### src/rtl/soc_pkg.sv
// Bus types, response codes and address map shared by every block of the SoC bus, compiled first
package soc_pkg;

	typedef logic [31:0] addr_t;
	typedef logic [31:0] data_t;
	typedef logic [3:0] strb_t;
	typedef logic [1:0] resp_t;
	// One pad, 1 = pressed, bit 0 shifted in first
	typedef logic [7:0] buttons_t;

	localparam resp_t resp_okay = 2'd0;
	localparam resp_t resp_slverr = 2'd2;
	localparam resp_t resp_decerr = 2'd3;

	// Master to slave
	typedef struct packed {
		logic awvalid;
		addr_t awaddr;
		logic wvalid;
		data_t wdata;
		strb_t wstrb;
		logic bready;
		logic arvalid;
		addr_t araddr;
		logic rready;
	} axil_req_t;

	// Slave to master
	typedef struct packed {
		logic awready;
		logic wready;
		logic bvalid;
		resp_t bresp;
		logic arready;
		logic rvalid;
		data_t rdata;
		resp_t rresp;
	} axil_rsp_t;

	localparam addr_t boot_base = 32'h0201_0000;
	localparam int boot_window_bits = 16;
	localparam addr_t pad_base = 32'h0200_0200;
	localparam int pad_window_bits = 8;
	localparam addr_t counter_base = 32'h0200_0300;
	localparam int counter_window_bits = 8;

	// Register offsets inside the 8-bit pad and counter windows
	localparam logic [7:0] pad_ctrl_offs = 8'h00;
	localparam logic [7:0] pad_state_offs = 8'h04;
	localparam logic [7:0] count_lo_offs = 8'h00;
	localparam logic [7:0] count_hi_offs = 8'h04;

endpackage

### src/rtl/axil_decoder.sv
// One-master AXI-lite decoder: routes each transaction by address window, answers unmapped ones
`timescale 1ns/100ps

module axil_decoder (
	input logic clk_50mhz,
	input logic resetn,
	input soc_pkg::axil_req_t up_req,
	output soc_pkg::axil_rsp_t up_rsp,
	output soc_pkg::axil_req_t boot_req,
	input soc_pkg::axil_rsp_t boot_rsp,
	output soc_pkg::axil_req_t pad_req,
	input soc_pkg::axil_rsp_t pad_rsp,
	output soc_pkg::axil_req_t counter_req,
	input soc_pkg::axil_rsp_t counter_rsp
);

	typedef enum logic [1:0] {st_idle, st_read, st_write, st_error} state_t;

	state_t state;
	logic fwd_valid;
	logic read_q;
	logic [2:0] hit;
	logic [2:0] hit_q;
	logic take_read;
	logic take_write;
	logic slave_hs;
	logic rsp_done;
	soc_pkg::addr_t up_addr;
	soc_pkg::addr_t addr_q;
	soc_pkg::data_t wdata_q;
	soc_pkg::strb_t wstrb_q;
	soc_pkg::axil_req_t fwd;
	soc_pkg::axil_rsp_t sel_rsp;

	function automatic logic in_window(soc_pkg::addr_t addr, soc_pkg::addr_t base, int bits);
		return (addr >> bits) == (base >> bits);
	endfunction

	// Keep payload, drop valid and ready for slaves that are not selected
	function automatic soc_pkg::axil_req_t route(soc_pkg::axil_req_t req, logic en);
		req.awvalid = req.awvalid & en;
		req.wvalid = req.wvalid & en;
		req.bready = req.bready & en;
		req.arvalid = req.arvalid & en;
		req.rready = req.rready & en;
		return req;
	endfunction

	// Reads win when both wait
	assign take_read = (state == st_idle) && up_req.arvalid;
	assign take_write = (state == st_idle) && !up_req.arvalid && up_req.awvalid && up_req.wvalid;
	assign up_addr = up_req.arvalid ? up_req.araddr : up_req.awaddr;

	assign hit = {in_window(up_addr, soc_pkg::counter_base, soc_pkg::counter_window_bits),
		in_window(up_addr, soc_pkg::pad_base, soc_pkg::pad_window_bits),
		in_window(up_addr, soc_pkg::boot_base, soc_pkg::boot_window_bits)};

	always_comb begin
		sel_rsp = boot_rsp;
		if (hit_q[1])
			sel_rsp = pad_rsp;
		else if (hit_q[2])
			sel_rsp = counter_rsp;
	end

	assign slave_hs = fwd_valid &&
		((state == st_read) ? sel_rsp.arready : (sel_rsp.awready && sel_rsp.wready));

	always_comb begin
		case (state)
			st_read: rsp_done = sel_rsp.rvalid && up_req.rready;
			st_write: rsp_done = sel_rsp.bvalid && up_req.bready;
			st_error: rsp_done = read_q ? up_req.rready : up_req.bready;
			default: rsp_done = 1'b0;
		endcase
	end

	always_ff @(posedge clk_50mhz) begin
		if (!resetn) begin
			state <= st_idle;
			fwd_valid <= 1'b0;
			read_q <= 1'b0;
			hit_q <= '0;
		end else begin
			case (state)
				st_idle: begin
					if (take_read || take_write) begin
						hit_q <= hit;
						read_q <= take_read;
						if (hit == 3'b000) begin
							state <= st_error;
						end else begin
							state <= take_read ? st_read : st_write;
							fwd_valid <= 1'b1;
						end
					end
				end
				st_read, st_write: begin
					if (slave_hs)
						fwd_valid <= 1'b0;
					if (rsp_done)
						state <= st_idle;
				end
				default: begin
					if (rsp_done)
						state <= st_idle;
				end
			endcase
		end
	end

	always_ff @(posedge clk_50mhz) begin
		if (take_read || take_write) begin
			addr_q <= up_addr;
			wdata_q <= up_req.wdata;
			wstrb_q <= up_req.wstrb;
		end
	end

	always_comb begin
		fwd = '0;
		fwd.awaddr = addr_q;
		fwd.araddr = addr_q;
		fwd.wdata = wdata_q;
		fwd.wstrb = wstrb_q;
		fwd.arvalid = fwd_valid && (state == st_read);
		fwd.awvalid = fwd_valid && (state == st_write);
		fwd.wvalid = fwd_valid && (state == st_write);
		fwd.rready = (state == st_read) && up_req.rready;
		fwd.bready = (state == st_write) && up_req.bready;
	end

	assign boot_req = route(fwd, hit_q[0]);
	assign pad_req = route(fwd, hit_q[1]);
	assign counter_req = route(fwd, hit_q[2]);

	always_comb begin
		up_rsp = '0;
		up_rsp.arready = (state == st_idle);
		up_rsp.awready = take_write;
		up_rsp.wready = take_write;
		case (state)
			st_read: begin
				up_rsp.rvalid = sel_rsp.rvalid;
				up_rsp.rdata = sel_rsp.rdata;
				up_rsp.rresp = sel_rsp.rresp;
			end
			st_write: begin
				up_rsp.bvalid = sel_rsp.bvalid;
				up_rsp.bresp = sel_rsp.bresp;
			end
			st_error: begin
				// Read data stays zero
				up_rsp.rvalid = read_q;
				up_rsp.rresp = soc_pkg::resp_decerr;
				up_rsp.bvalid = !read_q;
				up_rsp.bresp = soc_pkg::resp_decerr;
			end
			default: ;
		endcase
	end

endmodule

### config.mk
export PLATFORM = sky130hd
export DESIGN_NAME = axil_decoder
export DESIGN_NICKNAME = d
export VERILOG_FILES = /design/src/rtl/soc_pkg.sv /design/src/rtl/axil_decoder.sv
export SDC_FILE = /design/constraint.sdc
export NUM_CORES = 1
export LEC_CHECK = 0
export ABC_CLOCK_PERIOD_IN_PS = 8400
export BUFFER_PORTS_ARGS = -buffer_cell sky130_fd_sc_hd__buf_2
export CAP_MARGIN = 20
export CORE_AREA = 2 2 230 232
export DETAILED_ROUTE_END_ITERATION = 12
export DIE_AREA = 0 0 232 234
export SETUP_SLACK_MARGIN = 0.15
export SYNTH_ARGS = -nofsm -noshare
export SYNTH_HDL_FRONTEND = slang
export SYNTH_SLANG_ARGS = --single-unit
### constraint.sdc
create_clock -name clk_50mhz -period 8.4 [get_ports clk_50mhz]
set_input_delay 1.68 -clock clk_50mhz [delete_from_list [all_inputs] [get_ports clk_50mhz]]
set_output_delay 1.68 -clock clk_50mhz [all_outputs]
set_load 0.05 [all_outputs]
# After elaboration in Yosys (flattened, before gate mapping)
# Cells that the tools add are included.
[totals] regBits=75 inputBits=230 wordCells=70
[op_classes] eq_ne=9 n_reduce_logical=23 n_mux=19 bitwise=12
[op_table] cell="2-to-1 mux 41 bit" count=2
[op_table] cell="2-to-1 mux 32 bit" count=2
[op_table] cell="equality test 24 x 18 -> 1 bit (second input constant)" count=2
[op_table] cell="equality test 16 x 10 -> 1 bit (second input constant)" count=1
[op_table] cell="AND 1 bit" count=12
[op_table] cell="logical AND 1 bit" count=12
[op_table] cell="2-to-1 mux 2 bit" count=5
[op_table] cell="case mux 3 bit (2 select lines)" count=1
[op_table] cell="2-to-1 mux 1 bit" count=5
[op_table] cell="equality test 2 bit (second input constant)" count=2
[op_table] cell="!= test 2 bit (second input constant)" count=2
[op_table] cell="case mux 1 bit (2 select lines)" count=2
[op_table] cell="case mux 2 bit (2 select lines)" count=1
[op_table] cell="AND reduction 2 bit" count=2
[op_table] cell="AND reduction 4 bit" count=1
[op_table] cell="nonzero test 2 bit" count=2
[op_table] cell="zero test 3 bit" count=1
[op_table] cell="case mux 1 bit (3 select lines)" count=1
[op_table] cell="equality test 2 x 1 -> 1 bit (second input constant)" count=1
[op_table] cell="zero test 1 bit" count=2
[op_table] cell="zero test 2 bit" count=1
[op_table] cell="!= test 2 x 1 -> 1 bit (second input constant)" count=1
[op_table] cell="OR reduction 2 bit" count=1
[op_table] cell="logical OR 1 bit" count=1

# Depth between registers and ports, before layout
# Gate-level depths: netlist of the first run.
[depth] word_depth=7 ltp_mapped=8 mapped_depth_nobuf=7

# Worst setup path before layout of the first run
# Ideal clock, no wire load.
[synth_timing] path_kind="input to register" from="in up_req[33] in the netlist's numbering" to="reg hit_q[0]" setup_ps=129 cell_stages=7 arrival_time_ps=5515 required_time_ps=8271 path_buffers=2 slack_ps=2756 path_cell_list="buf_6 > buf_2 > a21oi_1 > nor2_1 > nor2_1 > nand2_1 > o31ai_1"
[synth_via] elab_chain_cells=6 word_cells_on_any_way=9 cone_classes="1 x eq/ne; 1 x mux; 7 x reduce/logical"
[synth_rtl] element="from (decl)" line_no="axil_decoder.sv:7" rtl="input soc_pkg::axil_req_t up_req,"
[synth_rtl] element="zero test 1 bit" line_no="axil_decoder.sv:51" rtl="assign take_write = (state == st_idle) && !up_req.arvalid && up_req.awvalid && up_req.wvalid;"
[synth_rtl] element="logical AND 1 bit (3 in series)" line_no="axil_decoder.sv:51"
[synth_rtl] element="logical OR 1 bit" line_no="axil_decoder.sv:87" rtl="if (take_read || take_write) begin"
[synth_rtl] element="AND reduction 2 bit (no source line)"
[synth_rtl] element="to (signal assigned)" line_no="axil_decoder.sv:88" rtl="hit_q <= hit;"
[synth_rtl] element="to (decl)" line_no="axil_decoder.sv:23" rtl="logic [2:0] hit_q;"
# Parallel ways exist; a longest one is shown, timed or not.
# A chain may end at the register's enable or synchronous reset.

==> flow_summary_export.csv, run 1 <==
group,metric,value,unit
worst_setup_path,critPathMaxStageDelay,640,ps
floorplan,core_area,52000,um2
cells_and_area,final_cells,1631,
routing,drt_first_pass_iters,4,
routing,wirelength,27.3,mm
floorplan,die_height,234,um
cts,cts_tree,"yes",
logic_synthesis,ys_seq_area_share,36.8,%
power_and_ir_drop,cellPowerDensity,389,nW/um2
place,io_buffers,585,
routing,wl_per_cell,16.7,um
power_and_ir_drop,p_sw_share,62.1,%
power_and_ir_drop,power,3.23,mW
cells_and_area,mostFrequentLayoutCells,"buf_2 (585), edfxtp_1 (68), nand2_1 (51)",
cts,cts_buffers,9,
logic_synthesis,syn-cell-area,5940,um2
cells_and_area,seq_area,2180,um2
logic_synthesis,synth_fp_nets,820,
place,post-place-ws,3750,ps
place,place_congestion,0.892,
power_and_ir_drop,intPower,1.22,mW
sta,timing.final.setup_violations,0,
power_and_ir_drop,power_frac_clock,15.2,%
cts,insertion_delay,350,ps
logic_synthesis,synth_mux_area_share,12.6,%
worst_setup_path,critPathArrivalTime,3060,ps
cells_and_area,nFillCells,5820,
cells_and_area,area_delta_synth_final,39.8,%
power_and_ir_drop,p_sw,2.01,mW
logic_synthesis,synth_cell_types,41,
logic_synthesis,synth-edff-count,68,
worst_setup_path,crit_required,6720,ps
sta,rsz0062_at_grt,"false",
sta,finalClockSkew,6.80,ps
sta,finalHoldViolCount,0,
cells_and_area,design_area,8300,um2
sta,slew_headroom,38.2,%
power_and_ir_drop,p_seq_share,19.7,%
logic_synthesis,synthFlopType,"edfxtp_1",
floorplan,fp-row-count,84,
worst_setup_path,cp-end-kind,"primary output",
cts,cts_resized,0,
sta,maxSlewViolCount,0,
routing,drt_iter0_markers,191,
run,cap_viol_max_count,0,
logic_synthesis,async_flop_share,0,%
worst_setup_path,slowest_stage,"o21ai_0",
global_routing,grt_antenna_before_repair,21,
routing,avgViaCountPerCell,3.33,
logic_synthesis,synth_top_area_cell,"edfxtp_1",
logic_synthesis,syn_avg_cell_area,10.1,um2
logic_synthesis,synth_area_leaders,"edfxtp_1 (34%), buf_4 (30%), mux2i_1 (6.7%), o211a_1 (5.4%), nand2_1 (3.2%)",
floorplan,io-pin-count,586,
logic_synthesis,synth_compound_area_share,9.42,%
global_routing,grt_max_degree,49,
global_routing,overflow,0,
worst_setup_path,startpoint_type,"input port",
global_routing,grt_usage,9.20,%
cts,path_clk_slew,60,ps
sta,period_needed,4740,ps
logic_synthesis,synth_top_family_by_area,"buffers and inverters",
global_routing,grt_pass1_wl,34.1,mm
worst_setup_path,crit_type,"in2out",
logic_synthesis,synth_warnings,0,
place,dp_cells,1600,
hold_path,hp-class,"reg2reg",
place,dpl.hpwl,23.9,mm
power_and_ir_drop,power.leakage,4.22,nW
cells_and_area,multiInputGateArea,1840,um2
status,status,"finished clean",
logic_synthesis,synth_fa_ha_area_share,1.05,%
cts,cts_root_buf,"clkbuf_16",
cells_and_area,finalNetCount,1159,
sta,fin_setup_tns,0,ps
logic_synthesis,synth_cells,585,
cells_and_area,final_common_cell,"buf_2",
worst_setup_path,worstPathMaxFanout,2,
sta,fmax,211,MHz
logic_synthesis,ys_seq_elements,75,
logic_synthesis,synth-xor-area-share,0,%
cts,clkSinkCount,75,
cts,clockBufferDepth,2,
floorplan,initial_utilization,11.4,%
sta,whs,551,ps
sta,max_slew.worst_pin.slew,927,ps
worst_setup_path,path_common_cell,"buf_2",
cells_and_area,drive_above_1_share,67.3,%
sta,fin_crit_sh,56.4,%
logic_synthesis,synthSimpleGateAreaFrac,7.76,%
cells_and_area,final_util,16.0,%
place,placedInstanceArea,7880,um2
routing,drc_errors,0,
global_routing,first_global_vias,4864,
power_and_ir_drop,vdd_drop_max,0.000160,V
routing,ant_nets,0,
cts,holdBufCountCts,0,
power_and_ir_drop,combPwrFrac,65.1,%
logic_synthesis,synth_top_cell_area_share,34.4,%
sta,setup_ws,3660,ps
routing,vias,5426,
worst_setup_path,path_cells,"buf_2 > mux2i_1 > o21ai_0 > a22o_1 > buf_2",
floorplan,die_w,232,um
cts,cts_setup_buffers,0,
cts,htreeDepth,3,
floorplan,die-area,54300,um2
[cells in the mapped netlist (3+ instances only)]
library cell	instances
mux2_1	16
mux2i_1	40
mux2_2	15
ha_1	5
o21ai_0	6
a22o_1	3
o211a_1	32
and3_1	12
nand3_1	5
buf_2	7
a21o_1	4
a21oi_1	8
buf_4	237
clkbuf_1	17
nor3_1	4
nand4_1	4
edfxtp_1	68
dfxtp_1	7
nand2_1	51
inv_1	8
o31ai_1	3
nor2_1	6
[cells by family (layout without fill, tap and decap cells)]
logic type | count (synthesis) | after routing
other | 0 | 14
and+or+nand+nor | 96 | 96
DFF | 75 | 75
adders and majority gates | 5 | 5
AOI/OAI and AO/OA | 67 | 67
buffers and inverters | 271 | 615
muxes | 71 | 71
[worst max-delay path, delay by kind of cell]
kind | cells | cell delay, ps
AOI/OAI and AO/OA | 2 | 860
buffers and inverters | 2 | 430
muxes | 1 | 80
[layout make-up]
type                       count  share of cell area [%]
antenna                       14                   0.422
clock buffer                   9                    2.71
clock inverter                 7                    1.69
inverter                       8                   0.362
multi-input combinational    239                    22.2
sequential                    75                    26.3
tap                          688                    10.4
timing repair buffer         591                    36.0
[flip-flops by register name, indices dropped and copies added (netlist names)]
signal     cells
hit_q          3
state          2
wdata_q       32
read_q         1
fwd_valid      1
addr_q        32
wstrb_q        4
[routing by layer]
| layer | part of all wire [%] | routed length [um] | vias to the layer above | global-route usage [%] |
|---|---|---|---|---|
| met5 | 0.30 | 83 | - | 0 |
| met4 | 4.0 | 1090 | 14 | 4.93 |
| met3 | 8.1 | 2220 | 54 | 2.83 |
| met2 | 54 | 14700 | 407 | 17.5 |
| met1 | 34 | 9180 | 2455 | 8.80 |
| li1 | - | - | 2496 | - |
[worst paths after layout]
check	depth (start not counted)	from	slack, ps	endpoint
worst max-delay path	5	boot_rsp[38]	3660	up_rsp[38]
worst min-delay path	2	hit_q[0]	550	hit_q[0]
worst max register to register	4	hit_q[1]	5640	fwd_valid
worst min register to register	2	hit_q[0]	550	hit_q[0]
[power groups by stage]
| stage | combinational [mW] | clock [mW] | sequential [mW] |
|---|---|---|---|
| 2_1_floorplan | 1.67 | 0 | 0.889 |
| 3_3_place_gp | 2.12 | 0 | 0.640 |
| 3_5_place_dp | 2.12 | 0 | 0.650 |
| 4_1_cts | 2.12 | 0.509 | 0.642 |
| 5_1_grt | 2.19 | 0.521 | 0.652 |
| 6_report | 2.10 | 0.491 | 0.637 |
Note: power is estimated with default switching activity, not from simulation.
==> inputs of run 2 (changes only) <==
--- a/config.mk
+++ b/config.mk
@@ -5,12 +5,12 @@
 export SDC_FILE = /design/constraint.sdc
 export NUM_CORES = 1
 export LEC_CHECK = 0
-export ABC_CLOCK_PERIOD_IN_PS = 8400
+export ABC_CLOCK_PERIOD_IN_PS = 3840
 export BUFFER_PORTS_ARGS = -buffer_cell sky130_fd_sc_hd__buf_2
 export CAP_MARGIN = 20
-export CORE_AREA = 2 2 230 232
+export CORE_AREA = 2 2 225 227
 export DETAILED_ROUTE_END_ITERATION = 12
-export DIE_AREA = 0 0 232 234
+export DIE_AREA = 0 0 227 229
 export SETUP_SLACK_MARGIN = 0.15
 export SYNTH_ARGS = -nofsm -noshare
 export SYNTH_HDL_FRONTEND = slang
==> constraint.sdc (replaced) <==
create_clock -name clk_50mhz -period 3.84 [get_ports clk_50mhz]
set_input_delay 0.768 -clock clk_50mhz [delete_from_list [all_inputs] [get_ports clk_50mhz]]
set_output_delay 0.768 -clock clk_50mhz [all_outputs]
set_load 0.05 [all_outputs]
==> run 2 against run 1 <==
  * Clock skew grew 2.0 ps
  * Critical path depth is the same
  * Combinational power grew 120%
  * Wire length shrank 2.5%
  * Largest cell class unchanged
  * Clock power grew 78%
  * Final area shrank 1.3%
  * Highest routed layer is now met4
==> flow_summary_export.csv, run 2 (synthesis gave the netlist of run 1 again) <==
group,metric,value,unit
global_routing,grt_antenna_before_repair,4,
sta,fin_crit_sh,80.9,%
cts,cts_buffers,9,
cts,htreeDepth,3,
place,dpl.hpwl,22.8,mm
worst_setup_path,path_cells,"buf_4 > mux2i_1 > o21ai_0 > a21o_1 > buf_2",
sta,maxSlewViolCount,0,
sta,period_needed,3110,ps
routing,wl_per_cell,16.6,um
power_and_ir_drop,power.leakage,4.20,nW
cts,holdBufCountCts,0,
sta,fin_setup_tns,0,ps
floorplan,core_area,49700,um2
floorplan,fp-row-count,82,
sta,fmax,322,MHz
routing,drt_first_pass_iters,4,
routing,drc_errors,0,
worst_setup_path,critPathMaxStageDelay,810,ps
sta,setup_ws,732,ps
sta,slew_headroom,39.1,%
sta,rsz0062_at_grt,"false",
floorplan,io-pin-count,586,
global_routing,grt_pass1_wl,34.0,mm
worst_setup_path,crit-reg2reg-launch,"state[1]",
place,post-place-ws,927,ps
sta,finalHoldViolCount,0,
routing,drt_iter0_markers,171,
cts,cts_tree,"yes",
sta,finalClockSkew,8.76,ps
worst_setup_path,crit_required,3070,ps
place,io_buffers,585,
status,status,"finished clean",
global_routing,overflow,0,
routing,avgViaCountPerCell,3.36,
sta,max_slew.worst_pin.slew,914,ps
worst_setup_path,startpoint_type,"flip-flop",
floorplan,die_height,229,um
routing,wirelength,26.6,mm
cells_and_area,mostFrequentLayoutCells,"buf_2 (585), edfxtp_1 (68), nand2_1 (51)",
floorplan,initial_utilization,12.0,%
routing,vias,5386,
worst_setup_path,crit_start,"hit_q[2]",
global_routing,grt_max_degree,67,
cts,insertion_delay,360,ps
worst_setup_path,slowest_stage,"dfxtp_2",
global_routing,grt_usage,9.44,%
worst_setup_path,cp-end-kind,"primary output",
cts,clockBufferDepth,2,
power_and_ir_drop,cellPowerDensity,838,nW/um2
worst_setup_path,crit_type,"reg2out",
place,place_congestion,0.864,
cells_and_area,finalNetCount,1161,
cells_and_area,final_common_cell,"buf_2",
cts,path_clk_slew,60,ps
power_and_ir_drop,vdd_drop_max,0.000301,V
floorplan,die_w,227,um
cts,cts_resized,0,
sta,timing.final.setup_violations,0,
floorplan,die-area,52000,um2
global_routing,first_global_vias,5007,
run,cap_viol_max_count,0,
cells_and_area,drive_above_1_share,67.5,%
hold_path,worstHoldStart,"hit_q[0]",
cts,cts_setup_buffers,0,
hold_path,hp-class,"reg2reg",
cells_and_area,nFillCells,5599,
routing,ant_nets,0,
cells_and_area,biggestRegsByFlops,"addr_q (32), wdata_q (32), wstrb_q (4)",
cells_and_area,area_delta_synth_final,38.0,%
cts,cts_root_buf,"clkbuf_16",
cts,clkSinkCount,75,
worst_setup_path,critPathArrivalTime,2340,ps
worst_setup_path,worstPathMaxFanout,26,
## run 2: cell types whose count changed in the layout (fill, tap and decap cells not counted)
cell	before	now
buf_4	5	7
inv_8	0	2
inv_6	0	3
diode_2	14	2
clkinv_1	2	1
bufinv_16	4	0
## run 2: metrics by stage
stage	util, %	instance area (um2)	power [mW]	hold WS, ps	instances
after floorplan	-	5940	5.58	458	585
after global placement	15.9	7900	6.04	554	1587
after detailed placement	15.9	7900	6.06	557	1587
after CTS	16.5	8190	6.98	546	1603
after global routing	16.5	8190	7.15	552	1604
final	16.5	8190	6.87	548	1605
## run 2: final cells by class
type / instances / area [um2] / area share [%]
repair buffers: 593 / 3000 / 36.6
flip-flops and latches: 75 / 2180 / 26.7
multi-input cells: 239 / 1840 / 22.5
well taps: 672 / 841 / 10.3
clock buffers: 9 / 225 / 2.75
clock inverters: 7 / 65.1 / 0.794
inverters: 8 / 30.0 / 0.367
diodes: 2 / 5.00 / 0.0611
## run 2: critical path, delay by kind of cell (launching register included)
kind / cells / cell delay, ps
flip-flops: 1 / 810
multiplexers: 1 / 210
buffers and inverters: 2 / 640
AO/OA/AOI/OAI: 2 / 270
## run 2: where the power goes
| group | internal [mW] | switching (mW) | total, mW |
|---|---|---|---|
| sequential | 1.16 | 0.267 | 1.43 |
| combinational | 0.817 | 3.75 | 4.56 |
| clock | 0.456 | 0.420 | 0.876 |
## run 2: path summary, 6_finish.rpt
path | to | slack (ps) | cells past startpoint
max | up_rsp[37] | 730 | 5
min | hit_q[0] | 550 | 2
max reg2reg | fwd_valid | 1420 | 7
min reg2reg | hit_q[0] | 550 | 2
## run 2: per-layer routing
| metal | global-route usage [%] | vias to the layer above | wire (um) |
|---|---|---|---|
| li1 | - | 2488 | - |
| met2 | 18.5 | 367 | 14300 |
| met1 | 9.64 | 2498 | 9710 |
| met5 | 0 | - | 0 |
| met4 | 3.94 | 0 | 891 |
| met3 | 1.65 | 33 | 1680 |
==> inputs of run 3 (changes only) <==
--- a/config.mk
+++ b/config.mk
@@ -5,12 +5,12 @@
 export SDC_FILE = /design/constraint.sdc
 export NUM_CORES = 1
 export LEC_CHECK = 0
-export ABC_CLOCK_PERIOD_IN_PS = 3840
+export ABC_CLOCK_PERIOD_IN_PS = 3100
 export BUFFER_PORTS_ARGS = -buffer_cell sky130_fd_sc_hd__buf_2
 export CAP_MARGIN = 20
-export CORE_AREA = 2 2 225 227
+export CORE_AREA = 2 2 226 228
 export DETAILED_ROUTE_END_ITERATION = 12
-export DIE_AREA = 0 0 227 229
+export DIE_AREA = 0 0 228 230
 export SETUP_SLACK_MARGIN = 0.15
 export SYNTH_ARGS = -nofsm -noshare
 export SYNTH_HDL_FRONTEND = slang
==> constraint.sdc (replaced) <==
create_clock -name clk_50mhz -period 3.1 [get_ports clk_50mhz]
set_input_delay 0.62 -clock clk_50mhz [delete_from_list [all_inputs] [get_ports clk_50mhz]]
set_output_delay 0.62 -clock clk_50mhz [all_outputs]
set_load 0.05 [all_outputs]
==> run 3 against run 2 <==
  * Non-clock buffer count is 9 higher
  * Global-route usage hardly changed
  * Flip-flop and latch count stayed put
  * Clock-buffer cell count stayed put
  * Power is 23% higher
  * Final cell count is 1.0% higher
  * Die area is 0.88% higher
  * Critical path depth stayed put
  * Core utilization is 0.16 points higher
  * First-iteration DRC count is 33% higher
  * Sequential power is 21% higher
  * Critical path type unchanged
  * Largest cell class unchanged
==> flow_summary_export.csv, run 3 (synthesis gave the netlist of run 1 again) <==
group,metric,value,unit
cts,insertion_delay,360,ps
hold_path,worstHoldStart,"up_req[41]",
sta,period_needed,2820,ps
cells_and_area,biggestRegsByFlops,"addr_q (32), wdata_q (32), wstrb_q (4)",
worst_setup_path,critPathArrivalTime,2200,ps
place,place_congestion,0.926,
worst_setup_path,critPathMaxStageDelay,550,ps
routing,vias,5389,
cells_and_area,area_delta_synth_final,39.9,%
worst_setup_path,slowest_stage,"dfxtp_2",
cts,path_clk_slew,70,ps
routing,wl_per_cell,16.3,um
routing,ant_nets,0,
global_routing,first_global_vias,5026,
worst_setup_path,crit_family,"flip-flops",
cts,htreeDepth,3,
cells_and_area,finalNetCount,1170,
worst_setup_path,crit_type,"reg2out",
cells_and_area,final_cells,1621,
floorplan,io-pin-count,586,
sta,setup_ws,283,ps
cts,holdBufCountCts,0,
routing,dr.max_layer_used,"met5",
power_and_ir_drop,power.leakage,4.25,nW
status,status,"finished clean",
worst_setup_path,worstPathMaxFanout,13,
sta,finalHoldViolCount,0,
cts,clockBufferDepth,2,
floorplan,die_height,230,um
sta,maxSlewViolCount,0,
worst_setup_path,cp-end-kind,"primary output",
cts,cts_buffers,9,
routing,drt_iter0_markers,228,
routing,drt-met1-wl,9.06,mm
routing,dr_wl_met3,2.08,mm
worst_setup_path,crit_required,2480,ps
worst_setup_path,startpoint_type,"flip-flop",
sta,timing.final.setup_violations,0,
worst_setup_path,path_cells,"buf_4 > mux2i_1 > o21ai_0 > a21o_1 > buf_2",
floorplan,core_area,49900,um2
worst_setup_path,r2r_slack,1020,ps
sta,fin_setup_tns,0,ps
cts,cts_setup_buffers,0,
worst_setup_path,crit-reg2reg-launch,"state[1]",
routing,drt_first_pass_iters,4,
hold_path,hp-class,"in2reg",
cells_and_area,nFillCells,5574,
cts,cts_resized,0,
place,dp_cells,1596,
routing,wirelength,26.4,mm
place,io_buffers,585,
global_routing,grt_pass1_wl,34.9,mm
sta,finalClockSkew,10.5,ps
place,post-place-ws,402,ps
cts,cts_tree,"yes",
worst_setup_path,crit_start,"hit_q[2]",
sta,fin_crit_sh,90.9,%
global_routing,overflow,0,
place,dpl.hpwl,23.1,mm
cells_and_area,final_util,16.7,%
run,cap_viol_max_count,0,
routing,dr_wl_met2,14.1,mm
floorplan,fp-row-count,82,
sta,slew_headroom,54.9,%
floorplan,initial_utilization,11.9,%
cells_and_area,mostFrequentLayoutCells,"buf_2 (585), edfxtp_1 (68), nand2_1 (51)",
cts,cts_root_buf,"clkbuf_16",
floorplan,die-area,52400,um2
global_routing,grt_antenna_before_repair,16,
cells_and_area,final_common_cell,"buf_2",
worst_setup_path,critPathBufInv,2,
power_and_ir_drop,cellPowerDensity,1020,nW/um2
sta,fmax,355,MHz
sta,max_slew.worst_pin.slew,670,ps
routing,drc_errors,0,
power_and_ir_drop,vdd_drop_max,0.000351,V
sta,rsz0062_at_grt,"false",
global_routing,grt_usage,9.43,%
global_routing,grt_max_degree,60,
floorplan,die_w,228,um
routing,avgViaCountPerCell,3.32,
cts,clkSinkCount,75,
cells_and_area,drive_above_1_share,68.0,%
==> run 3: path summary, 6_finish.rpt <==
kind | to | cells after the start
setup / recovery | up_rsp[37] | 5
hold / removal | wdata_q[2] | 1
setup reg to reg | fwd_valid | 6
hold reg to reg | hit_q[0] | 2
==> run 3: cell type report <==
| cell class | instances | area [um2] | share of cell area, % |
|---|---|---|---|
| Sequential cell | 75 | 2180 | 26.3 |
| Tap cell | 672 | 841 | 10.1 |
| Timing Repair Buffer | 602 | 3080 | 37.1 |
| Antenna cell | 9 | 22.5 | 0.271 |
| Clock inverter | 7 | 65.1 | 0.783 |
| Inverter | 8 | 30.0 | 0.362 |
| Multi-Input combinational cell | 239 | 1860 | 22.4 |
| Clock buffer | 9 | 225 | 2.71 |
==> run 3: worst register-to-register path, stage by stage, from the launching register on <==
cell      delay [ps]
dfxtp_1          330
inv_1            160
ha_4             510
o211ai_1         260
a311oi_1         530
nor2_1           100
mux2i_1          130
==> run 3: where the power goes <==
part           internal [mW]  total (mW)  switching [mW]  leakage (nW)
clock network          0.565        1.08           0.511         0.141
registers               1.43        1.73           0.293         0.699
logic                   1.03        5.66            4.63          3.41
total                   3.03        8.46            5.43          4.25
==> run 3: per-stage QoR <==
stage                     area [um2]  hold WS (ps)  power, mW
final                           8300           434       8.46
after detailed placement        7980           581       7.45
after floorplan                 5940           458       6.91
after global routing            8300           408       8.78
after CTS                       8270           407       8.57
after global placement          7980           562       7.43
==> run 3: metal layers <==
| metal | GRT usage [%] | vias up |
|---|---|---|
| met1 | 9.73 | 2420 |
| met2 | 17.8 | 397 |
| met5 | 0 | - |
| li1 | - | 2511 |
| met3 | 2.21 | 53 |
| met4 | 4.62 | 8 |
